File: src/common/vga_pkg.sv
package vga_pkg;

  // horizontal timing, pixel clocks
  localparam int h_active = 640;
  localparam int h_front  = 16;
  localparam int h_sync   = 96;
  localparam int h_back   = 48;
  localparam int h_total  = h_active + h_front + h_sync + h_back; // 800

  // vertical timing, lines
  localparam int v_active = 480;
  localparam int v_front  = 10;
  localparam int v_sync   = 2;
  localparam int v_back   = 33;
  localparam int v_total  = v_active + v_front + v_sync + v_back; // 525

  // sync windows, start inclusive and end exclusive
  localparam int h_sync_start = h_active + h_front;
  localparam int h_sync_end   = h_sync_start + h_sync;
  localparam int v_sync_start = v_active + v_front;
  localparam int v_sync_end   = v_sync_start + v_sync;

  localparam int color_depth = 6;
  localparam int pin_depth   = 4;   // pmod dac width

  localparam int bar_width = 80;
  localparam int bar_count = h_active / bar_width;
  localparam int bar_idx_w = $clog2(bar_count);

  localparam int reset_hold = 32;
  localparam int hold_w     = $clog2(reset_hold + 1);

  localparam int num_leds = 5;

  typedef logic [9:0] pos_x_t;
  typedef logic [9:0] pos_y_t;
  typedef logic [color_depth-1:0] color_t;

  localparam color_t color_max = {color_depth{1'b1}};
  localparam color_t color_off = '0;

endpackage
File: src/common/video_if.sv
`timescale 1ns/100ps

interface video_if;
  import vga_pkg::*;

  pos_x_t x;
  pos_y_t y;
  logic   active;
  logic   hs;          // active low
  logic   vs;          // active low
  logic   frame_end;   // last pixel of the last line

  modport source (
    output x,
    output y,
    output active,
    output hs,
    output vs,
    output frame_end
  );

  modport sink (
    input x,
    input y,
    input active,
    input hs,
    input vs,
    input frame_end
  );

endinterface

File: src/rtl/vga_demo_top.sv
`timescale 1ns/100ps

module vga_demo_top (
  input  logic                          clk_25mhz,
  input  logic                          rst_n,
  output logic [vga_pkg::num_leds-1:0]  leds,
  output logic [vga_pkg::pin_depth-1:0] vga_r,
  output logic [vga_pkg::pin_depth-1:0] vga_g,
  output logic [vga_pkg::pin_depth-1:0] vga_b,
  output logic                          vga_hs,
  output logic                          vga_vs
);
  import vga_pkg::*;

  logic   srst_n;
  color_t red;
  color_t green;
  color_t blue;

  video_if vid ();

  reset_stretch u_reset_stretch (
    .clk_25mhz (clk_25mhz),
    .rst_n     (rst_n),
    .srst_n    (srst_n)
  );

  vga_timing u_vga_timing (
    .clk_25mhz (clk_25mhz),
    .srst_n    (srst_n),
    .vid       (vid.source)
  );

  pattern_gen u_pattern_gen (
    .clk_25mhz (clk_25mhz),
    .srst_n    (srst_n),
    .vid       (vid.sink),
    .red       (red),
    .green     (green),
    .blue      (blue),
    .hs_out    (vga_hs),
    .vs_out    (vga_vs)
  );

  frame_leds u_frame_leds (
    .clk_25mhz (clk_25mhz),
    .srst_n    (srst_n),
    .vid       (vid.sink),
    .leds      (leds)
  );

  // keep the msbs, the dac has fewer bits than the pattern
  assign vga_r = red[color_depth-1 -: pin_depth];
  assign vga_g = green[color_depth-1 -: pin_depth];
  assign vga_b = blue[color_depth-1 -: pin_depth];

endmodule

File: src/rtl/frame_leds.sv
`timescale 1ns/100ps

module frame_leds (
  input  logic                         clk_25mhz,
  input  logic                         srst_n,
  video_if.sink                        vid,
  output logic [vga_pkg::num_leds-1:0] leds
);
  import vga_pkg::*;

  logic [num_leds-1:0] frame_cnt;

  // wraps every 2^num_leds frames
  always_ff @(posedge clk_25mhz) begin
    if (!srst_n) begin
      frame_cnt <= '0;
    end else if (vid.frame_end) begin
      frame_cnt <= frame_cnt + 1'b1;
    end
  end

  assign leds = frame_cnt;   // heartbeat for the board

endmodule

File: src/rtl/reset_stretch.sv
`timescale 1ns/100ps

module reset_stretch (
  input  logic clk_25mhz,
  input  logic rst_n,
  output logic srst_n
);
  import vga_pkg::*;

  logic [hold_w-1:0] hold_cnt;

  // reload while the board reset is held, then run down
  always_ff @(posedge clk_25mhz) begin
    if (!rst_n) begin
      hold_cnt <= hold_w'(reset_hold);
      srst_n   <= 1'b0;
    end else begin
      if (hold_cnt != '0) begin
        hold_cnt <= hold_cnt - 1'b1;
      end
      srst_n <= (hold_cnt == '0);   // release only once drained
    end
  end

endmodule

File: src/vga/pattern_gen.sv
`timescale 1ns/100ps

module pattern_gen (
  input  logic            clk_25mhz,
  input  logic            srst_n,
  video_if.sink           vid,
  output vga_pkg::color_t red,
  output vga_pkg::color_t green,
  output vga_pkg::color_t blue,
  output logic            hs_out,
  output logic            vs_out
);
  import vga_pkg::*;

  logic [bar_idx_w-1:0] bar;
  color_t               red_d;
  color_t               green_d;
  color_t               blue_d;

  // bar index from x, only meaningful inside the active area
  assign bar = bar_idx_w'(vid.x / bar_width);

  always_comb begin
    red_d   = color_off;
    green_d = color_off;
    blue_d  = color_off;
    if (vid.active) begin
      if (bar[0]) begin
        red_d = color_max;
      end
      if (bar[1]) begin
        green_d = color_max;
      end
      if (bar[2]) begin
        blue_d = color_max;
      end
    end
  end

  // colour and sync share one register stage
  always_ff @(posedge clk_25mhz) begin
    if (!srst_n) begin
      red    <= color_off;
      green  <= color_off;
      blue   <= color_off;
      hs_out <= 1'b1;   // inactive
      vs_out <= 1'b1;
    end else begin
      red    <= red_d;
      green  <= green_d;
      blue   <= blue_d;
      hs_out <= vid.hs;
      vs_out <= vid.vs;
    end
  end

endmodule

File: src/vga/vga_timing.sv
`timescale 1ns/100ps

module vga_timing (
  input  logic    clk_25mhz,
  input  logic    srst_n,
  video_if.source vid
);
  import vga_pkg::*;

  pos_x_t h_cnt;
  pos_y_t v_cnt;
  logic   h_last;
  logic   v_last;
  logic   h_vis;
  logic   v_vis;
  logic   h_pulse;
  logic   v_pulse;

  assign h_last = (h_cnt == pos_x_t'(h_total - 1));
  assign v_last = (v_cnt == pos_y_t'(v_total - 1));

  // horizontal counter, wraps every line
  always_ff @(posedge clk_25mhz) begin
    if (!srst_n) begin
      h_cnt <= '0;
    end else if (h_last) begin
      h_cnt <= '0;
    end else begin
      h_cnt <= h_cnt + 1'b1;
    end
  end

  // vertical counter, steps on horizontal wrap
  always_ff @(posedge clk_25mhz) begin
    if (!srst_n) begin
      v_cnt <= '0;
    end else if (h_last) begin
      if (v_last) begin
        v_cnt <= '0;
      end else begin
        v_cnt <= v_cnt + 1'b1;
      end
    end
  end

  // window decode from the counter values
  always_comb begin
    h_vis   = (h_cnt < pos_x_t'(h_active));
    v_vis   = (v_cnt < pos_y_t'(v_active));
    h_pulse = (h_cnt >= pos_x_t'(h_sync_start)) && (h_cnt < pos_x_t'(h_sync_end));
    v_pulse = (v_cnt >= pos_y_t'(v_sync_start)) && (v_cnt < pos_y_t'(v_sync_end));
  end

  assign vid.x         = h_cnt;
  assign vid.y         = v_cnt;
  assign vid.active    = h_vis && v_vis;
  assign vid.hs        = !h_pulse;   // negative polarity for 640x480
  assign vid.vs        = !v_pulse;
  assign vid.frame_end = h_last && v_last;

endmodule

File: config.mk
export PLATFORM = sky130hd
export DESIGN_NAME = vga_demo_top
export DESIGN_NICKNAME = d
export VERILOG_FILES = /design/src/common/vga_pkg.sv /design/src/common/video_if.sv /design/src/rtl/vga_demo_top.sv /design/src/rtl/frame_leds.sv /design/src/rtl/reset_stretch.sv /design/src/vga/pattern_gen.sv /design/src/vga/vga_timing.sv
export SDC_FILE = /design/constraint.sdc
export NUM_CORES = 1
export LEC_CHECK = 0
export ABC_AREA = 1
export BUFFER_PORTS_ARGS = -buffer_cell sky130_fd_sc_hd__buf_4
export CAP_MARGIN = 25
export CELL_PAD_IN_SITES_DETAIL_PLACEMENT = 0
export CELL_PAD_IN_SITES_GLOBAL_PLACEMENT = 2
export CORE_MARGIN = 1
export CORE_UTILIZATION = 33
export CTS_CLUSTER_DIAMETER = 120
export DETAILED_ROUTE_END_ITERATION = 8
export GPL_ROUTABILITY_DRIVEN = 0
export PLACE_DENSITY_LB_ADDON = 0.15
export SLEW_MARGIN = 20
export SYNTH_ARGS = -nofsm -noshare
export SYNTH_HDL_FRONTEND = slang
export SYNTH_SLANG_ARGS = --single-unit
File: constraint.sdc
create_clock -name clk_25mhz -period 2.67 [get_ports clk_25mhz]
set_input_delay 0.534 -clock clk_25mhz [delete_from_list [all_inputs] [get_ports clk_25mhz]]
set_output_delay 0.534 -clock clk_25mhz [all_outputs]
set_load 0.05 [all_outputs]
# Yosys cells after proc, flatten, opt, wreduce, memory -nomap -nowiden
# Index checks and enable logic that the tools add are counted.
# totals
register_bits	52
latch_bits	0
ram_bits	0
romBits	0
input_bits	2
out_inout_bits	19
elab_cells	38
mem_count	0
# classes
add_sub_neg	4
n_mul	0
div	1
n_lt_le_gt_ge	6
n_eq_ne	2
n_shift	0
n_mux	4
bitwise_logic	1
reduce_logical	10
# op_table
operator	count
$div 10x7->32 const B	1
$add 10x1->10 const B	2
$eq 10x10->1 const B	2
$lt 10x10->1 const B	2
$lt 10x9->1 const B	2
$mux 6	3
$ge 10x10->1 const B	1
$ge 10x9->1 const B	1
$mux 10	1
$logic_not 6->1	1
$reduce_bool 6->1	1
$sub 6x1->6 const B	1
$add 5x1->5 const B	1
$logic_and 1x1->1	4
$logic_not 1->1	2
$reduce_and 2->1	1
$reduce_or 2->1	1
$not 1->1	1

# Depth between registers and ports, before layout
# Gate-level depths: netlist of the first run.
# logic_depth
ltp_word	3
mapped_depth	18
ltp_nobuf	17

# By module
# A second synthesis of the first run with hierarchy kept.
# hier_totals
hier_cells	345
hier_area_um2	2429.8
# modules_own_cells
mod	instances	cells_each	area_per_inst_um2	seq_area_each_um2
vga_timing	1	171	1186.1	400.4
pattern_gen	1	104	685.7	100.1
reset_stretch	1	42	347.8	140.1
frame_leds	1	28	210.2	100.1

# Worst setup path before layout of the first run
# Ideal clock, no wire load.
# synth_timing
path_type	register to register
startpoint	register u_vga_timing.h_cnt[8], in the netlist u_vga_timing.vid.x[8]
endpoint	register u_pattern_gen.red[4]
setup_ns	0.117
arrival_time_ns	1.833
t_required_ns	2.553
setup_slack_ns	0.720
path_stages_with_launch	17
n_path_buf	1
synth_period_minus_slack_ns	1.950
cell_sequence	dfxtp_1 -> buf_4 -> inv_4 -> nand2_8 -> ha_1 -> inv_1 -> nand2_4 -> nand2_4 -> nand3_1 -> nor2_2 -> nor2_1 -> nor2_2 -> nand3_2 -> nand3_1 -> nand2_1 -> nor2_1 -> a21oi_1
# synth_via
elab_chain_len	3
word_cells_on_any_way	5
cone_classes	1 x div; 1 x order compare; 1 x mux; 2 x reduce/logical
# synth_lines
element	line	text
from (decl)	vga_timing.sv:10	pos_x_t h_cnt;
from (signal assigned)	vga_timing.sv:29	h_cnt <= h_cnt + 1'b1;
parallel branches: the longest is 3 deep, another holds $div 10x7->32	--	
to (signal assigned)	pattern_gen.sv:43	red <= color_off;
to (signal assigned)	pattern_gen.sv:49	red <= red_d;
to (decl)	pattern_gen.sv:7	output vga_pkg::color_t red,
# Parallel ways; which one is timed is not known.
# A chain may end at the register's enable or synchronous reset.

# Final worst setup path of the first run
# layout_timing
startpoint	register u_vga_timing.h_cnt[9], in the netlist u_vga_timing.vid.x[9]
endpoint	register u_pattern_gen.red[4]
# Same word-level chain as after synthesis.

==> results.cfg, run 1 <==
[global_routing]
overflow = 0
grt_start_max_net_pins = 13
grt_antenna_before_repair = 0
track_usage_pct = 14.4
grt_pass1_vias = 1659
grt_pass1_wl_um = 7400

[cts]
insertion_delay_ns = 0.29
root_buffer = clkbuf_8
clkTransAtPathRegs_ns = 0.07
ctsResizeCount = 0
post_cts_buffers = 0
cts_max_level = 2
numCtsBuffers = 5
cts.sinks = 37
cts_buffer_depth = 2
cts_tree = done
cts-hold-fix-buffers = 0

[placed_design]
place_ws_ns = 0.497
dp.cells = 390
detailed_place_hpwl_um = 3260
place_area_um2 = 2290
io_buffers = 20

[route]
dr.pass1.iters = 4
drc = 0
avgRoutedWirePerCell_um = 10.5
vias_per_cell = 4.41
drt_iter0_drc = 53
vias = 1757
antenna_left = 0
finalWirelength_um = 4190

[setup_path]
startpoint_type = flop
worstPathCellList = ha_1 -> inv_1 -> nand2_4 -> nand2_4 -> nand3_1 -> nor2_2 -> nor2_1 -> nor2_2 -> nand3_2 -> nand3_1 -> nand2_1 -> nor2_1 -> a21oi_1
crit_path_max_incr_delay_ns = 0.61
crit_type = reg2reg
crit_fanout = 9
endpoint_kind = flop
arrival_ns = 2.37
reg2reg_slack_ns = 0.49
cp-startpoint = u_vga_timing.vid.x[9]$_SDFF_PP0_
slowest_stage = dfxtp_1
crit_end = u_pattern_gen.red[4]$_SDFF_PN0_
r2r_start = u_vga_timing.vid.x[9]$_SDFF_PP0_
rr_worst_depth = 13
r2r_end = u_pattern_gen.red[4]$_SDFF_PN0_
critPathRequiredTime_ns = 2.85

[synth]
async_flop_share_pct = 0
synth_top_area_share_pct = 34.7
ys_seq_area_share_pct = 34.7
ys_warn_count = 0
syn-instance-count = 306
synth_area_per_cell_um2 = 6.97
synth-edff-count = 0
netlist_area_um2 = 2130
yosys.cell_types.count = 36
syn_nets = 316
yosys_most_used_dff = dfxtp_1
ys_seq_elements = 37
synth_top_area_cell = dfxtp_1
synth_area_leaders = dfxtp_1, nand2_1, inv_1

[cells_and_area]
multiInputGateArea_um2 = 1100
fillers = 655
final_nets = 332
fin_util_pct = 40.0
final_area_um2 = 2430
area_growth_pct = 13.8
drive_above_1_share_pct = 17.0
diodes = 0
regArea_um2 = 741
finalNonFillerCells = 398

[power]
static-leakage-power_nw = 1.05
max-vdd-ir-drop_mv = 0.435
power.total_mw = 1.37
power.density_nw_per_um2 = 567

[timing]
hold_violations = 0
fin_setup_tns_ns = 0
finClkSkew_ns = 0.00365
rsz0062_at_grt = false
fmax_mhz = 458
fin_crit_sh_pct = 81.8
slew_viol_final = 0
finalSetupViolations = 0
whs_ns = 0.449
max-slew-margin-rel_pct = 69.2
fin_ws_ns = 0.487
min_period_ns = 2.18
worst_pin_slew_ns = 0.461

[die]
die_w_um = 82.4
coreArea_um2 = 6060
dieArea_um2 = 6790
ios = 21
std_cell_rows = 28
die_h_um = 82.4
initial_utilization_pct = 35.2

[outcome]
status = completed

[run]
maxCapViolations = 0

[worst_hold_path]
min_path_type = in2reg
hold_start = rst_n
-- per-layer routing --
metal | wire length (µm) | GRT usage (%)
met5 | 0 | 0
met4 | 59 | 5.79
met1 | 2280 | 19.4
met3 | 132 | 3.41
met2 | 1710 | 21.8
-- synth_stat cells (5+ instances only) --
library cell and count:
o21ai_0 11, nand2_2 5, nand2_1 62, nor2_2 5
nor2_1 45, inv_1 47, a21oi_1 14, ha_1 8
nor3_1 5, buf_4 10, dfxtp_1 37, nand4_1 7
nand3_1 13
-- how the worst min path moves through the flow --
stage                                          endpoint  slack, ns  cells past startpoint
3_5_place_dp           u_vga_timing.vid.x[0]$_SDFF_PP0_       0.46                      1
3_3_place_gp           u_vga_timing.vid.x[0]$_SDFF_PP0_       0.45                      1
6_report       u_reset_stretch.hold_cnt[5]$_SDFFE_PN1N_       0.45                      2
2_1_floorplan          u_vga_timing.vid.x[0]$_SDFF_PP0_       0.43                      1
5_1_grt        u_reset_stretch.hold_cnt[5]$_SDFFE_PN1N_       0.46                      2
4_1_cts        u_reset_stretch.hold_cnt[5]$_SDFFE_PN1N_       0.44                      2
-- flip-flops by register name, indices dropped and copies added (netlist names) --
signal                    flops
u_pattern_gen.vs_out          1
u_pattern_gen.blue            1
u_pattern_gen.green           1
u_frame_leds.leds             5
u_pattern_gen.hs_out          1
u_pattern_gen.red             1
u_vga_timing.vid.x           10
u_reset_stretch.hold_cnt      6
u_reset_stretch.srst_n        1
u_vga_timing.vid.y           10
-- cell usage in the layout, fill, tap and decap left out, drive strengths merged --
master and count:
a2111oi 1, a21oi 14, and3 2, buf 21
bufinv 2, clkbuf 5, clkinv 2, dfxtp 37
ha 8, inv 50, nand2 70, nand3 18
nand4 7, nor2 50, nor3 7, nor3b 2
nor4 4, o21ai 13, o22ai 1, o31ai 1
o32ai 1, or2 2, xnor2 2, xor2 3
-- critical path, delay by kind of cell, from the launching register on --
kind | cells | cell delay (ns)
simple gates | 10 | 0.97
flops | 1 | 0.61
fa+ha+maj | 1 | 0.33
buf+inv | 1 | 0.09
compound gates | 1 | 0.07
-- where the power goes --
part | internal [mW] | switching (mW)
clock network | 0.371 | 0.204
registers | 0.597 | 0.0358
logic | 0.0772 | 0.0898
total | 1.05 | 0.330
-- cell families (layout without fill, tap and decap cells) --
logic type,count (synthesis),in the layout,share of synthesized area [%]
buffers and inverters,63,80,13.5
and+or+nand+nor,162,162,37.0
adders and majority gates,8,8,4.70
xor gates and xnor gates,5,5,2.05
DFF,37,37,34.7
AOI/OAI and AO/OA,31,31,7.98
-- area by class of cell --
class	count	area share [%]
inverter	51	8.10
multi-input combinational	206	45.5
clock inverter	3	2.68
sequential	37	30.5
clock buffer	5	2.84
timing repair buffer	21	6.50
tap	75	3.87
Note: power is estimated with default switching activity, not from simulation.
==> run 2: changes to the inputs <==
Clock period 2.67 ns to 2.11 ns, I/O delays scaled along.
==> results.cfg, run 2 (synthesis gave the netlist of run 1 again) <==
[outcome]
status = completed

[timing]
max-slew-margin-rel_pct = 75.4
rsz0062_at_grt = true
slew_viol_final = 0
worst_pin_slew_ns = 0.368
fin_crit_sh_pct = 95.2
fin_setup_tns_ns = 0
min_period_ns = 2.01
finalSetupViolations = 0
fin_ws_ns = 0.102
hold_violations = 0
fmax_mhz = 498
finClkSkew_ns = 0.00862

[cts]
numCtsBuffers = 5
root_buffer = clkbuf_8
cts_buffer_depth = 2
insertion_delay_ns = 0.28
clkTransAtPathRegs_ns = 0.07
cts.sinks = 37
cts-hold-fix-buffers = 0
cts_tree = done
cts_max_level = 2

[global_routing]
grt_antenna_before_repair = 0
grt_start_max_net_pins = 11
track_usage_pct = 14.6
use_met3_pct = 3.30
grt_pass1_vias = 1704
grtUsageMet2_pct = 23.4
use_met1_pct = 19.2
overflow = 0
grt_pass1_wl_um = 7580
top_usage_layer = met2

[placed_design]
place_area_um2 = 2340
place_ws_ns = 0.0855
detailed_place_hpwl_um = 3340
io_buffers = 20

[setup_path]
rr_worst_depth = 16
startpoint_type = flop
path_depth = 16
cp_common_cell = nand2_1
cp_num_buf_inv = 3
critPathRequiredTime_ns = 2.28
crit_fanout = 5
arrival_ns = 2.18
crit_path_max_incr_delay_ns = 0.33
crit_family = simple AND/OR/NAND/NOR gates
crit_type = reg2reg
worstPathCellList = inv_4 -> nand2_8 -> ha_1 -> inv_2 -> nand2_4 -> nand2_4 -> nand2_1 -> o21ai_2 -> nand3_2 -> buf_4 -> nand3_1 -> nand2_1 -> nand2_1 -> nand2_1 -> nor2_1 -> a21oi_1
endpoint_kind = flop
slowest_stage = dfxtp_1

[route]
antenna_left = 0
vias = 1853
dr.pass1.iters = 4
drc = 0
avgRoutedWirePerCell_um = 10.7
drt_iter0_drc = 61
finalWirelength_um = 4440
vias_per_cell = 4.48

[cells_and_area]
final_area_um2 = 2570
drive_above_1_share_pct = 23.9
diodes = 0
final_common_cell = nand2_1
fin_util_pct = 42.4
area_growth_pct = 20.7
final_nets = 349
final_cell_mix = nand2_1, inv_1, nor2_1

[power]
pwr-share-comb_pct = 14.2
static-leakage-power_nw = 1.13
power.total_mw = 1.51
p_sw_share_pct = 26.0
switching_power_mw = 0.391
p_seq_share_pct = 53.1
clockPowerShare_pct = 32.6
p_int_mw = 1.11
power.density_nw_per_um2 = 585
max-vdd-ir-drop_mv = 0.546

[die]
dieArea_um2 = 6790
die_h_um = 82.4
die_w_um = 82.4
std_cell_rows = 28
initial_utilization_pct = 35.2
coreArea_um2 = 6060
ios = 21

[worst_hold_path]
hold_depth = 2
min_path_type = in2reg

[run]
maxCapViolations = 0
[run 2: cell type report]
cell class,instances,area [µm²]
sequential,37,746
inverter,51,196
fill,658,3490
timing repair buffer,38,285
tap,75,93.8
clock buffer,7,86.3
multi-input combinational,206,1160
[run 2: power by group through the flow]
| stage | Clock [mW] | Combinational (mW) | Sequential [mW] |
|---|---|---|---|
| final | 0.491 | 0.214 | 0.800 |
| after global routing | 0.542 | 0.256 | 0.809 |
| after CTS | 0.514 | 0.219 | 0.801 |
| after detailed placement | 0 | 0.217 | 0.816 |
| after global placement | 0 | 0.218 | 0.816 |
| after floorplan | 0 | 0.183 | 0.804 |
[run 2: worst reg2reg max path: stages (launching register included)]
cell	delay [ns]
dfxtp_1	0.33
inv_4	0.10
nand2_8	0.07
ha_1	0.30
inv_2	0.08
nand2_4	0.05
nand2_4	0.07
nand2_1	0.06
o21ai_2	0.15
nand3_2	0.13
buf_4	0.16
nand3_1	0.08
nand2_1	0.06
nand2_1	0.05
nand2_1	0.05
nor2_1	0.09
a21oi_1	0.06
[run 2: final timing paths]
path / start / end / slack, ns
min reg2reg: u_frame_leds.leds[4]$_SDFFE_PN0P_ / u_frame_leds.leds[4]$_SDFFE_PN0P_ / 0.47
max: u_vga_timing.vid.x[7]$_SDFF_PP0_ / u_pattern_gen.red[4]$_SDFF_PN0_ / 0.10
min: rst_n / u_reset_stretch.hold_cnt[5]$_SDFFE_PN1N_ / 0.34
max reg2reg: u_vga_timing.vid.x[7]$_SDFF_PP0_ / u_pattern_gen.red[4]$_SDFF_PN0_ / 0.10
[run 2: stage by stage]
step                      std cells  hold WS [ns]
after detailed placement        397         0.467
after floorplan                 306         0.430
after CTS                       404         0.337
after global placement          397         0.455
after global routing            414         0.370
final                           414         0.341
[run 2: timing repair]
action | 4_1_cts | 5_1_grt
setup buffers | 0 | 10
gates resized for setup | 0 | 17
endpoints found under the setup margin | 0 | 10
[run 2: per-layer routing]
metal  routed length, µm  vias to the layer above
met4                  57                        0
met3                 165                        6
li1                    -                     1024
met2                1870                       26
met1                2340                      797
met5                   0                        -
==> run 3: changes to the inputs <==
Settings changed: PLACE_DENSITY set to 0.88, PLACE_DENSITY_LB_ADDON 0.15 to unset.
==> results.cfg, run 3 (synthesis gave the netlist of run 1 again) <==
[outcome]
status = completed

[route]
antenna_left = 0
vias_per_cell = 4.46
finalWirelength_um = 4070
drt_iter0_drc = 56
avgRoutedWirePerCell_um = 9.98
vias = 1821
drc = 0
dr.pass1.iters = 4

[setup_path]
critPathRequiredTime_ns = 2.29
startpoint_type = flop
slowest_stage = dfxtp_1
cp_num_buf_inv = 2
worstPathCellList = inv_4 -> nand2_8 -> ha_1 -> inv_1 -> nand2_4 -> nand2_4 -> nand2_1 -> o21ai_2 -> nand3_2 -> nand2_2 -> nand3_2 -> nand3_1 -> nand2_1 -> nor2_1 -> a21oi_1
arrival_ns = 2.17
endpoint_kind = flop
crit_path_max_incr_delay_ns = 0.33
crit_family = simple AND/OR/NAND/NOR gates
crit_fanout = 5
crit_type = reg2reg

[timing]
fin_setup_tns_ns = 0
rsz0062_at_grt = true
fmax_mhz = 503
slew_viol_final = 0
hold_violations = 0
fin_ws_ns = 0.120
finClkSkew_ns = 0.00582
min_period_ns = 1.99
max-slew-margin-rel_pct = 68.0
finalSetupViolations = 0
worst_pin_slew_ns = 0.475
fin_crit_sh_pct = 94.3
whs_ns = 0.331

[cts]
root_buffer = clkbuf_8
cts_tree = done
cts-hold-fix-buffers = 0
cts.sinks = 37
cts_max_level = 2
numCtsBuffers = 5
clkTransAtPathRegs_ns = 0.07
cts_buffer_depth = 2
insertion_delay_ns = 0.28

[power]
power.density_nw_per_um2 = 601
max-vdd-ir-drop_mv = 0.547
static-leakage-power_nw = 1.08
p_int_mw = 1.08
pwr-share-comb_pct = 14.4
p_seq_share_pct = 54.0
clockPowerShare_pct = 31.7
p_sw_share_pct = 27.0
switching_power_mw = 0.400

[die]
std_cell_rows = 28
coreArea_um2 = 6060
dieArea_um2 = 6790
die_h_um = 82.4
die_w_um = 82.4
ios = 21
initial_utilization_pct = 35.2

[cells_and_area]
drive_above_1_share_pct = 20.7
final_cell_mix = nand2_1, inv_1, nor2_1
fillers = 649
area_growth_pct = 15.6
multiInputGateArea_um2 = 1120
diodes = 0
regArea_um2 = 741
final_common_cell = nand2_1
final_nets = 342

[run]
maxCapViolations = 0

[placed_design]
detailed_place_hpwl_um = 3190
io_buffers = 20
place_ws_ns = 0.102

[global_routing]
grt_antenna_before_repair = 0
use_met1_pct = 16.0
grt_pass1_wl_um = 6940
grtUsageMet2_pct = 22.9
track_usage_pct = 13.4
overflow = 0
top_usage_layer = met2
use_met3_pct = 3.41
grt_start_max_net_pins = 12
grt_pass1_vias = 1650

[worst_hold_path]
min_path_type = in2reg
[run 3: cell count changes in the layout (fill, tap and decap cells not counted), moves of 2 or more]
cell / previous run / this run
buf_4: 38 / 31
clkinv_2: 0 / 2
dfxtp_1: 35 / 37
nor2_2: 4 / 6
nor2_4: 2 / 0
[run 3: layout make-up]
class                   instances  area share (%)
clock buffers                   6            2.94
multi-input cells             206            45.4
well taps                      75            3.81
repair buffers                 31            9.44
flip-flops and latches         37            30.1
clock inverters                 2           0.406
inverters                      51            7.97
[run 3: metrics by stage]
stage	total power, mW	util (%)	cell area [µm²]	std cells
after CTS	1.51	39.8	2410	403
after detailed placement	1.03	38.4	2330	395
after floorplan	0.987	-	2130	306
final	1.48	40.7	2460	408
after global placement	1.03	38.4	2330	395
after global routing	1.59	40.7	2460	408
[run 3: power groups by stage]
stage	Sequential (mW)	Clock [mW]	Combinational, mW
after global placement	0.816	0	0.212
after floorplan	0.804	0	0.183
final	0.800	0.470	0.213
after global routing	0.809	0.529	0.249
after CTS	0.799	0.499	0.216
after detailed placement	0.816	0	0.214
[run 3: final timing paths]
| check | from | to | slack, ns | depth (start not counted) |
|---|---|---|---|---|
| worst max-delay path | u_vga_timing.vid.x[7]$_SDFF_PP0_ | u_pattern_gen.red[4]$_SDFF_PN0_ | 0.12 | 15 |
| worst min-delay path | rst_n | u_reset_stretch.hold_cnt[5]$_SDFFE_PN1N_ | 0.33 | 2 |
| worst max register to register | u_vga_timing.vid.x[7]$_SDFF_PP0_ | u_pattern_gen.red[4]$_SDFF_PN0_ | 0.12 | 15 |
| worst min register to register | u_vga_timing.vid.x[0]$_SDFF_PP0_ | u_vga_timing.vid.x[0]$_SDFF_PP0_ | 0.47 | 1 |
[run 3: metal layers]
layer / vias up / wire length [µm]
met5: - / 0
met4: 0 / 48
met3: 4 / 157
met2: 34 / 1860
met1: 773 / 2010
li1: 1010 / -
[run 3: repair_timing]
action	in CTS	in global routing
setup buffers	0	5
setup endpoints to repair	0	5
gates resized for setup	0	5
hold endpoints to repair	0	0
